$ cat src/design/bp_fetch_pkg.sv
package bp_fetch_pkg;

  // address width of the fetch unit.
  localparam int xlen = 32;

  // one fetch cycle, presented to the predictor every cycle.
  typedef struct packed {
    logic [xlen-1:0] pc;
    // decode hints for the fetched instruction.
    logic            is_branch;
    logic            is_uncond;
    logic            is_return;
    // fetch held this cycle.
    logic            stall;
    // pipeline flush.
    logic            clear;
  } bp_lookup_t;

  // answer to a lookup in the same cycle.
  typedef struct packed {
    // predicted target from the target buffer.
    logic [xlen-1:0] target;
    logic            branch_hit;
    logic            uncond_hit;
    // counter decision from the history table.
    logic            taken;
    // top of the return stack.
    logic [xlen-1:0] ret_addr;
    logic            ret_valid;
  } bp_prediction_t;

endpackage

$ cat src/design/bp_resolve_pkg.sv
package bp_resolve_pkg;

  // 2-bit saturating counter state.
  typedef logic [1:0] ctr_t;

  // strongly taken and strongly not taken.
  localparam ctr_t ctr_max = 2'd3;
  localparam ctr_t ctr_min = 2'd0;

  // outcome of a control transfer from the execute stage.
  typedef struct packed {
    logic [bp_fetch_pkg::xlen-1:0] pc;
    logic [bp_fetch_pkg::xlen-1:0] target;
    // sequential address, pushed by a call.
    logic [bp_fetch_pkg::xlen-1:0] next_pc;
    logic                          is_branch;
    logic                          is_uncond;
    logic                          is_call;
    // taken also means fetch is redirected this cycle.
    logic                          taken;
  } bp_resolve_t;

endpackage

$ cat src/design/bp_history_table.sv
`timescale 1ns/1ps

module bp_history_table #(
  parameter int bht_depth = 8
) (
  input  logic                        clock,
  input  logic                        reset,
  input  bp_fetch_pkg::bp_lookup_t    lookup,
  input  bp_resolve_pkg::bp_resolve_t resolve,
  output logic                        taken
);
  import bp_resolve_pkg::*;

  localparam int entries = 2 ** bht_depth;

  ctr_t ctr_mem [entries] = '{default: ctr_min};

  // outcomes of the most recent resolved branches, newest in bit 0.
  logic [bht_depth-1:0] history;

  logic [bht_depth-1:0] lookup_index;
  logic [bht_depth-1:0] update_index;
  ctr_t                 lookup_ctr;
  ctr_t                 update_ctr;
  ctr_t                 next_ctr;
  logic                 suppress;

  // gshare: global history folded into the pc.
  assign lookup_index = history ^ lookup.pc[bht_depth:1];
  assign update_index = history ^ resolve.pc[bht_depth:1];

  // separate read ports for fetch and execute.
  assign lookup_ctr = ctr_mem[lookup_index];
  assign update_ctr = ctr_mem[update_index];

  assign suppress = lookup.stall | lookup.clear | resolve.taken;

  assign taken = lookup.is_branch & ~suppress & lookup_ctr[1];

  // saturate at both ends.
  always_comb begin
    next_ctr = update_ctr;
    if (resolve.taken) begin
      if (update_ctr != ctr_max) begin
        next_ctr = update_ctr + 2'd1;
      end
    end else begin
      if (update_ctr != ctr_min) begin
        next_ctr = update_ctr - 2'd1;
      end
    end
  end

  always_ff @(posedge clock) begin
    if (reset) begin
      history <= '0;
    end else if (resolve.is_branch) begin
      history <= {history[bht_depth-2:0], resolve.taken};
    end
  end

  always_ff @(posedge clock) begin
    if (resolve.is_branch) begin
      ctr_mem[update_index] <= next_ctr;
    end
  end

endmodule

$ cat src/design/bp_return_stack.sv
`timescale 1ns/1ps

module bp_return_stack #(
  parameter int ras_depth = 3
) (
  input  logic                          clock,
  input  logic                          reset,
  input  bp_fetch_pkg::bp_lookup_t      lookup,
  input  bp_resolve_pkg::bp_resolve_t   resolve,
  output logic [bp_fetch_pkg::xlen-1:0] ret_addr,
  output logic                          ret_valid
);
  import bp_fetch_pkg::*;

  localparam int entries = 2 ** ras_depth;
  localparam logic [ras_depth:0] full_count = (ras_depth + 1)'(entries);

  logic [xlen-1:0] stack_mem [entries] = '{default: '0};

  // next free slot; the top is one below it.
  logic [ras_depth-1:0] write_ptr;
  logic [ras_depth-1:0] top_ptr;
  logic [ras_depth:0]   count;
  logic                 suppress;
  logic                 push;
  logic                 pop;

  assign top_ptr = write_ptr - 1'b1;

  assign suppress = lookup.stall | lookup.clear | resolve.taken;

  assign push = resolve.is_call;
  assign pop = lookup.is_return & ~suppress & (count != '0);

  assign ret_valid = pop;
  assign ret_addr = pop ? stack_mem[top_ptr] : '0;

  // a full stack wraps and loses its oldest entry.
  always_ff @(posedge clock) begin
    if (reset) begin
      write_ptr <= '0;
      count <= '0;
    end else if (push) begin
      write_ptr <= write_ptr + 1'b1;
      if (count != full_count) begin
        count <= count + 1'b1;
      end
    end else if (pop) begin
      write_ptr <= top_ptr;
      count <= count - 1'b1;
    end
  end

  always_ff @(posedge clock) begin
    if (push) begin
      stack_mem[write_ptr] <= resolve.next_pc;
    end
  end

endmodule

$ cat src/design/bp_target_buffer.sv
`timescale 1ns/1ps

module bp_target_buffer #(
  parameter int btb_depth = 6
) (
  input  logic                          clock,
  input  bp_fetch_pkg::bp_lookup_t      lookup,
  input  bp_resolve_pkg::bp_resolve_t   resolve,
  output logic [bp_fetch_pkg::xlen-1:0] target,
  output logic                          branch_hit,
  output logic                          uncond_hit
);
  import bp_fetch_pkg::*;

  localparam int tag_width = xlen - btb_depth - 1;
  localparam int entries = 2 ** btb_depth;

  // pc bits above the index, then the target.
  typedef struct packed {
    logic [tag_width-1:0] tag;
    logic [xlen-1:0]      target;
  } btb_entry_t;

  btb_entry_t entry_mem [entries] = '{default: '0};

  logic [btb_depth-1:0] read_index;
  logic [btb_depth-1:0] write_index;
  btb_entry_t           read_entry;
  btb_entry_t           write_entry;
  logic                 tag_match;
  logic                 suppress;
  logic                 hit;
  logic                 write_enable;

  assign read_index = lookup.pc[btb_depth:1];
  assign read_entry = entry_mem[read_index];
  assign tag_match = read_entry.tag == lookup.pc[xlen-1:btb_depth+1];

  // a flush, a held fetch or a redirect hides the prediction.
  assign suppress = lookup.stall | lookup.clear | resolve.taken;

  // only a branch or jump hint can report a hit.
  assign hit = tag_match & ~suppress & (lookup.is_branch | lookup.is_uncond);

  always_comb begin
    target = '0;
    branch_hit = 1'b0;
    uncond_hit = 1'b0;
    if (hit) begin
      target = read_entry.target;
      branch_hit = lookup.is_branch;
      uncond_hit = lookup.is_uncond;
    end
  end

  // learn taken branches and every unconditional jump.
  assign write_enable = resolve.is_uncond | (resolve.is_branch & resolve.taken);
  assign write_index = resolve.pc[btb_depth:1];

  always_comb begin
    write_entry.tag = resolve.pc[xlen-1:btb_depth+1];
    write_entry.target = resolve.target;
  end

  always_ff @(posedge clock) begin
    if (write_enable) begin
      entry_mem[write_index] <= write_entry;
    end
  end

endmodule

$ cat src/design/branch_predictor.sv
`timescale 1ns/1ps

module branch_predictor #(
  parameter int btb_depth = 6,
  parameter int bht_depth = 8,
  parameter int ras_depth = 3
) (
  input  logic                           clock,
  input  logic                           reset,
  input  bp_fetch_pkg::bp_lookup_t       lookup,
  input  bp_resolve_pkg::bp_resolve_t    resolve,
  output bp_fetch_pkg::bp_prediction_t   prediction
);
  import bp_fetch_pkg::*;

  logic [xlen-1:0] btb_target;
  logic            btb_branch_hit;
  logic            btb_uncond_hit;
  logic            bht_taken;
  logic [xlen-1:0] ras_ret_addr;
  logic            ras_ret_valid;

  bp_target_buffer #(
    .btb_depth (btb_depth)
  ) target_buffer_i (
    .clock      (clock),
    .lookup     (lookup),
    .resolve    (resolve),
    .target     (btb_target),
    .branch_hit (btb_branch_hit),
    .uncond_hit (btb_uncond_hit)
  );

  bp_history_table #(
    .bht_depth (bht_depth)
  ) history_table_i (
    .clock   (clock),
    .reset   (reset),
    .lookup  (lookup),
    .resolve (resolve),
    .taken   (bht_taken)
  );

  bp_return_stack #(
    .ras_depth (ras_depth)
  ) return_stack_i (
    .clock     (clock),
    .reset     (reset),
    .lookup    (lookup),
    .resolve   (resolve),
    .ret_addr  (ras_ret_addr),
    .ret_valid (ras_ret_valid)
  );

  // each unit already applies its own suppression.
  assign prediction = '{
    target:     btb_target,
    branch_hit: btb_branch_hit,
    uncond_hit: btb_uncond_hit,
    taken:      bht_taken,
    ret_addr:   ras_ret_addr,
    ret_valid:  ras_ret_valid
  };

endmodule

$ cat config.mk
export PLATFORM = sky130hd
export DESIGN_NAME = branch_predictor
export DESIGN_NICKNAME = d
export VERILOG_FILES = /design/src/design/bp_fetch_pkg.sv /design/src/design/bp_resolve_pkg.sv /design/src/design/bp_history_table.sv /design/src/design/bp_return_stack.sv /design/src/design/bp_target_buffer.sv /design/src/design/branch_predictor.sv
export SDC_FILE = /design/constraint.sdc
export NUM_CORES = 2
export LEC_CHECK = 0
export ABC_AREA = 0
export BUFFER_PORTS_ARGS = -buffer_cell sky130_fd_sc_hd__buf_2
export CAP_MARGIN = 20
export CORE_MARGIN = 2
export CORE_UTILIZATION = 32
export DETAILED_ROUTE_END_ITERATION = 16
export SETUP_SLACK_MARGIN = 0.15
export SYNTH_ARGS = -nofsm -noshare
export SYNTH_HDL_FRONTEND = slang
export SYNTH_MEMORY_MAX_BITS = 65536
export SYNTH_SLANG_ARGS = --single-unit
$ cat constraint.sdc
create_clock -name clock -period 13.5 [get_ports clock]
set_clock_uncertainty 0.2 [all_clocks]
set_input_delay 0.675 -clock clock [delete_from_list [all_inputs] [get_ports clock]]
set_output_delay 0.675 -clock clock [all_outputs]
set_load 0.05 [all_outputs]
# After elaboration in Yosys (flattened, before gate mapping)
# Memories as Yosys holds them, arrays and structs flattened.
# Cells that the tools add are included.
dict set report word_totals {
  reg_bits 15
  latchBits 0
  ramBits 4416
  mem_bits_ro 0
  in_bits 139
  wordCells 52
  mem_count 3
}
# memory depth width read_ports rd_ports_with_merged_regs wr line
set memory_table {}
lappend memory_table {target_buffer_i.entry_mem 64 57 1 0 1 bp_target_buffer.sv:24} ;# btb_entry_t entry_mem [entries] = '{default: '0};
lappend memory_table {history_table_i.ctr_mem 256 2 2 0 1 bp_history_table.sv:16} ;# ctr_t ctr_mem [entries] = '{default: ctr_min};
lappend memory_table {return_stack_i.stack_mem 8 32 1 0 1 bp_return_stack.sv:18} ;# logic [xlen-1:0] stack_mem [entries] = '{default: '0};
dict set report classes {
  n_addsub 6
  multipliers 0
  div_mod_pow 0
  n_lt_le_gt_ge 0
  n_eq_ne 4
  n_shift 0
  n_mux 18
  bitwise 14
  reduce_logical 4
}
# operator n
set ops {}
lappend ops {{$mux W32} 2}
lappend ops {{$eq A25 B25 Y1} 1}
lappend ops {{$xor A8 B8 Y8} 2}
lappend ops {{$mux W4} 3}
lappend ops {{$mux W1} 8}
lappend ops {{$and A1 B1 Y1} 7}
lappend ops {{$mux W2} 3}
lappend ops {{$mux W3} 2}
lappend ops {{$add A4 B1 Y4 const B} 1}
lappend ops {{$ne A4 B4 Y1 const B} 1}
lappend ops {{$or A1 B1 Y1} 4}
lappend ops {{$reduce_bool A2 Y1} 2}
lappend ops {{$reduce_bool A4 Y1} 1}
lappend ops {{$sub A4 B1 Y4 const B} 1}
lappend ops {{$add A3 B1 Y3 const B} 1}
lappend ops {{$sub A3 B1 Y3 const B} 1}
lappend ops {{$add A2 B1 Y2 const B} 1}
lappend ops {{$ne A2 B1 Y1 const B} 1}
lappend ops {{$ne A2 B2 Y1 const B} 1}
lappend ops {{$reduce_and A2 Y1} 1}
lappend ops {{$sub A2 B1 Y2 const B} 1}
lappend ops {{$not A1 Y1} 1}

# Depth between registers and ports, before layout
dict set report depth {
  ltp_word 7
  ltp_mapped 16
}

# Cells and area by module
# A second synthesis with hierarchy kept.
dict set report hier_totals {
  cells_unflattened 7846
  hier_area_um2 174009.4
}
# module instances cells_each area_each_um2 seq_area_each_um2
set by_module_without_submodules {}
lappend by_module_without_submodules {bp_target_buffer 1 5856 140187.0 109545.1}
lappend by_module_without_submodules {bp_history_table 1 1471 23576.4 15534.9}
lappend by_module_without_submodules {bp_return_stack 1 515 10216.0 7827.5}
lappend by_module_without_submodules {branch_predictor 1 4 30.0 0.0}

# Worst setup path before layout
# Ideal clock, no wire load.
dict set report synth_path {
  path_type {input port to flip-flop}
  start {input resolve[70] (netlist bit)}
  end {memory history_table_i.ctr_mem[0][1] (netlist bit) (data pin)}
  setup_time_ns 0.876
  arrival_ns 6.404
  required_time_ns 12.424
  slack_ns 6.019
  stages 13
  path_buffers 6
  path_cell_list {buf_2 > xor2_1 > buf_4 > buf_4 > buf_2 > buf_2 > clkbuf_1 > mux4_2 > a22oi_1 > a31oi_1 > nand4_1 > a31oi_1 > maj3_1}
}
dict set report synth_via {
  elab_chain_len 5
}
# item line
set synth_rtl {}
lappend synth_rtl {{start, declared} branch_predictor.sv:11} ;# input bp_resolve_pkg::bp_resolve_t resolve,
lappend synth_rtl {{$xor A8 B8 Y8 *} bp_history_table.sv:30} ;# assign update_index = history ^ resolve.pc[bht_depth:1];
lappend synth_rtl {{$mem_v2 Z256 W2 *} -}
lappend synth_rtl {{$sub A2 B1 Y2, or another cell as far along} bp_history_table.sv:49} ;# next_ctr = update_ctr - 2'd1;
lappend synth_rtl {{$mux W2, on equally long branches} {bp_history_table.sv:48, bp_history_table.sv:44}}
lappend synth_rtl {{$mux W2 *} bp_history_table.sv:43} ;# if (resolve.taken) begin
lappend synth_rtl {{named net history_table_i.next_ctr[1]} bp_history_table.sv:25} ;# ctr_t next_ctr;
lappend synth_rtl {{end, declared} bp_history_table.sv:16}
# The timed path passes the listed nets; every way through them passes the cells marked *.

==> summary.txt <==
Leak -> 60.86 nW
CTS tree -> yes
gr usage total -> 18.41%
H-tree levels -> 5
crit start category -> primary input
Post-Route Setup TNS -> 0 ps
Clock Sinks -> 4431
WP buf/inv -> 7
RSZ-0062 raised after global routing -> false
Synth top area share -> 76.44%
highest clock rate -> 0.1238 GHz
cell repeated most along the worst path -> buf_4
crit path DAT -> 7210 ps
worst reg2reg path depth -> 12
WP depth -> 11
CP max FO -> 59
Die W -> 740.3 um
setup slack, reg-to-reg -> 6780 ps
global route overflow -> 0
# IOs -> 207
Mapped Avg Cell Area -> 22.24 um2
Peak supply drop -> 0.0001217 V
Warnings, synthesis -> 0
busiest grt layer -> met2
max_cap viols -> 0
num rows -> 270
Mapped Area -> 173500 um2
family with the most delay on the worst path -> buffers and inverters
CTS Buf Count -> 417
dominant synthesized flop cell -> edfxtp_1
Slew @ Worst Pin -> 1239 ps
number of global-route vias before repair -> 88070
hold depth -> 1
ratio of cells with drive above 1 in the final layout -> 28.08%
number of synthesized flops with an enable pin -> 4416
register area share after synthesis -> 76.61%
Root Driver -> clkbuf_16
Final Setup Violations -> 0
fin crit period -> 8081 ps
Yosys reg bits -> 4431
pin count of the biggest net entering global routing -> 148
Pre-antenna DRT Iters -> 6
met1 GRT Util -> 25.08%
drt total wl -> 521.3 mm
normalized max-slew margin -> 17.04%
Worst path max stage delay -> 870 ps
post-route core utilization -> 36.70%
Reg clk slew, reported paths -> 60 ps
leading area contributor after synthesis -> edfxtp_1
RD Place Congestion -> 0.8269
Max stage delay cell, worst path -> buf_4
Starting Density -> 32.11%
Cell Count, Final, Fillers Out -> 15890
Setup CP Type -> in -> out
dpl hpwl -> 280.3 mm
remaining antenna violation count -> 0
initial antenna violation count -> 75
Gate Count Post-Synth -> 7800
wire per inst -> 32.81 um
final worst path period share -> 59.86%
final slew viol count -> 0
worst reg2reg endpoint -> history_table_i.ctr_mem[88][0]$_DFFE_PP_
setup bufs post-CTS -> 0
status -> finished clean
critical path required time -> 12620 ps
CP startpoint -> lookup[6]
first-pass GRT wire length -> 711.4 mm
worst reg2reg path startpoint -> history_table_i.history[0]$_SDFFE_PP0P_
initial DRC count -> 13170
met2 usage -> 29.30%
Distinct cells, synth -> 87
Filler Cells Inserted -> 48640
CP Capture Type -> primary output
Hold Vio Cnt, Final -> 0
Die Height -> 740.3 um
core area -> 540200 um2
PD cells -> 144.9 nW/um2
post-synthesis async set-or-reset flop share -> 0%
Hold Crit Class -> in -> reg
met3 Track Usage GR -> 3.761%
drt drc -> 0
Clk Latency, worst-skew pair -> 1000 ps
post-synth net total -> 7944
nets -> 8435
synth top area cells -> edfxtp_1 76%, mux4_2 16%, mux2i_1 1.3%
port buffer count -> 204
Area Growth Syn to Fin -> 14.29%
CP cell instances -> buf_12 > buf_4 > buf_4 > buf_4 > buf_4 > buf_4 > mux4_2 > mux4_2 > mux4_2 > and3_1 > buf_2
die area -> 548000 um2
CP Capture Point -> prediction[61]
CTS Buffer Depth -> 4
vias per inst -> 5.589
# placed instances -> 15010
DR vias -> 88790
cell usage after synthesis, types with 32 or more instances:
master,number
edfxtp_1,4416
mux4_2,1230
nor2_1,404
mux2i_1,227
nand2_1,212
clkbuf_1,187
buf_2,152
a22oi_1,97
a21oi_1,84
nand3_1,72
o22ai_1,56
buf_4,55
and3_1,43
nor3_1,38
buf_1,37
a31oi_1,33
nor2b_1,32
cells by family (layout without fill, tap and decap cells):
group                      Yosys count  count (layout)  synth area share (%)
AOI/OAI and AO/OA                  439             439                 1.772
xor gates and xnor gates            56              56                0.2914
buffers and inverters              469            1304                 1.386
muxes                             1480            1480                 17.49
and+or+nand+nor                    918             918                 2.397
adders and majority gates            7               7               0.05193
other                                0              44                     0
DFF                               4431            4431                 76.61
flip-flops by register name, summed over array words and instances (netlist names):
name / flops
target_buffer_i.entry_mem: 3648
return_stack_i.count: 4
history_table_i.ctr_mem: 512
return_stack_i.write_ptr: 3
history_table_i.history: 8
return_stack_i.stack_mem: 256
per-stage QoR:
| step | hold slack, ps | total power, mW | instance area [um2] | setup WS, ps |
|---|---|---|---|---|
| final | 20.52 | 28.74 | 198300 | 5419 |
| after global routing | 28.66 | 29.50 | 198200 | 4779 |
| after global placement | 294.8 | 17.41 | 184000 | 5182 |
| after floorplan | 265.3 | 16.76 | 173500 | 6019 |
| after CTS | 66.01 | 28.86 | 197600 | 5099 |
| after detailed placement | 311.4 | 17.47 | 184100 | 5101 |
layout make-up:
cell class	instances	area, um2	share of cell area, %
flip-flops and latches	4431	132900	67.04
repair buffers	533	4133	2.084
clock buffers	509	10890	5.491
diodes	44	110.1	0.05554
multi-input cells	2900	38890	19.61
inverters	8	33.78	0.01704
well taps	7208	9019	4.549
clock inverters	254	2278	1.149
placed cells by master, fill, tap and decap left out, types with 14 or more instances in the layout:
cell / instances
a211oi_1: 24
a21oi_1: 84
a22o_1: 21
a22oi_1: 97
a31oi_1: 33
and3_1: 43
buf_12: 25
buf_2: 198
buf_4: 248
bufinv_16: 32
clkbuf_1: 87
clkbuf_16: 422
clkinv_1: 108
clkinv_2: 82
dfxtp_1: 14
diode_2: 44
dlygate4sd3_1: 47
edfxtp_1: 4416
mux2_2: 16
mux2i_1: 227
mux4_2: 1230
nand2_1: 212
nand2b_1: 14
nand3_1: 68
nand4_1: 22
nor2_1: 332
nor2_4: 64
nor2b_1: 26
nor3_1: 35
nor4_1: 16
o21ai_0: 24
o22ai_1: 56
xnor2_1: 22
xor2_1: 21
worst min path at each step:
stage	start	end	slack, ps
2_1_floorplan	return_stack_i.count[3]$_SDFFE_PP0P_	return_stack_i.count[3]$_SDFFE_PP0P_	270
3_3_place_gp	return_stack_i.count[3]$_SDFFE_PP0P_	return_stack_i.count[3]$_SDFFE_PP0P_	290
3_5_place_dp	return_stack_i.count[3]$_SDFFE_PP0P_	return_stack_i.count[3]$_SDFFE_PP0P_	310
4_1_cts	resolve[50]	target_buffer_i.entry_mem[41][14]$_DFFE_PP_	70
5_1_grt	resolve[98]	target_buffer_i.entry_mem[33][55]$_DFFE_PP_	30
6_report	resolve[98]	target_buffer_i.entry_mem[30][55]$_DFFE_PP_	20
power by group:
group | switching (mW) | internal (mW) | total (mW)
registers | 0.0344 | 15.3 | 15.4
logic | 1.15 | 0.677 | 1.83
clock network | 5.18 | 6.35 | 11.5
total | 6.36 | 22.4 | 28.7
layer usage:
| layer | part of all wire [%] | routed length (um) | vias up |
|---|---|---|---|
| li1 | - | - | 34140 |
| met1 | 39 | 200900 | 48510 |
| met2 | 47 | 246600 | 5160 |
| met3 | 10 | 53570 | 967 |
| met4 | 3.9 | 20090 | 18 |
| met5 | 0.024 | 125 | - |
repair_timing:
item,in CTS,in global routing
setup endpoints to repair,0,0
hold endpoints to repair,271,140
resized for setup,0,0
hold buffers,36,11
(Power assumes the default switching activity.)
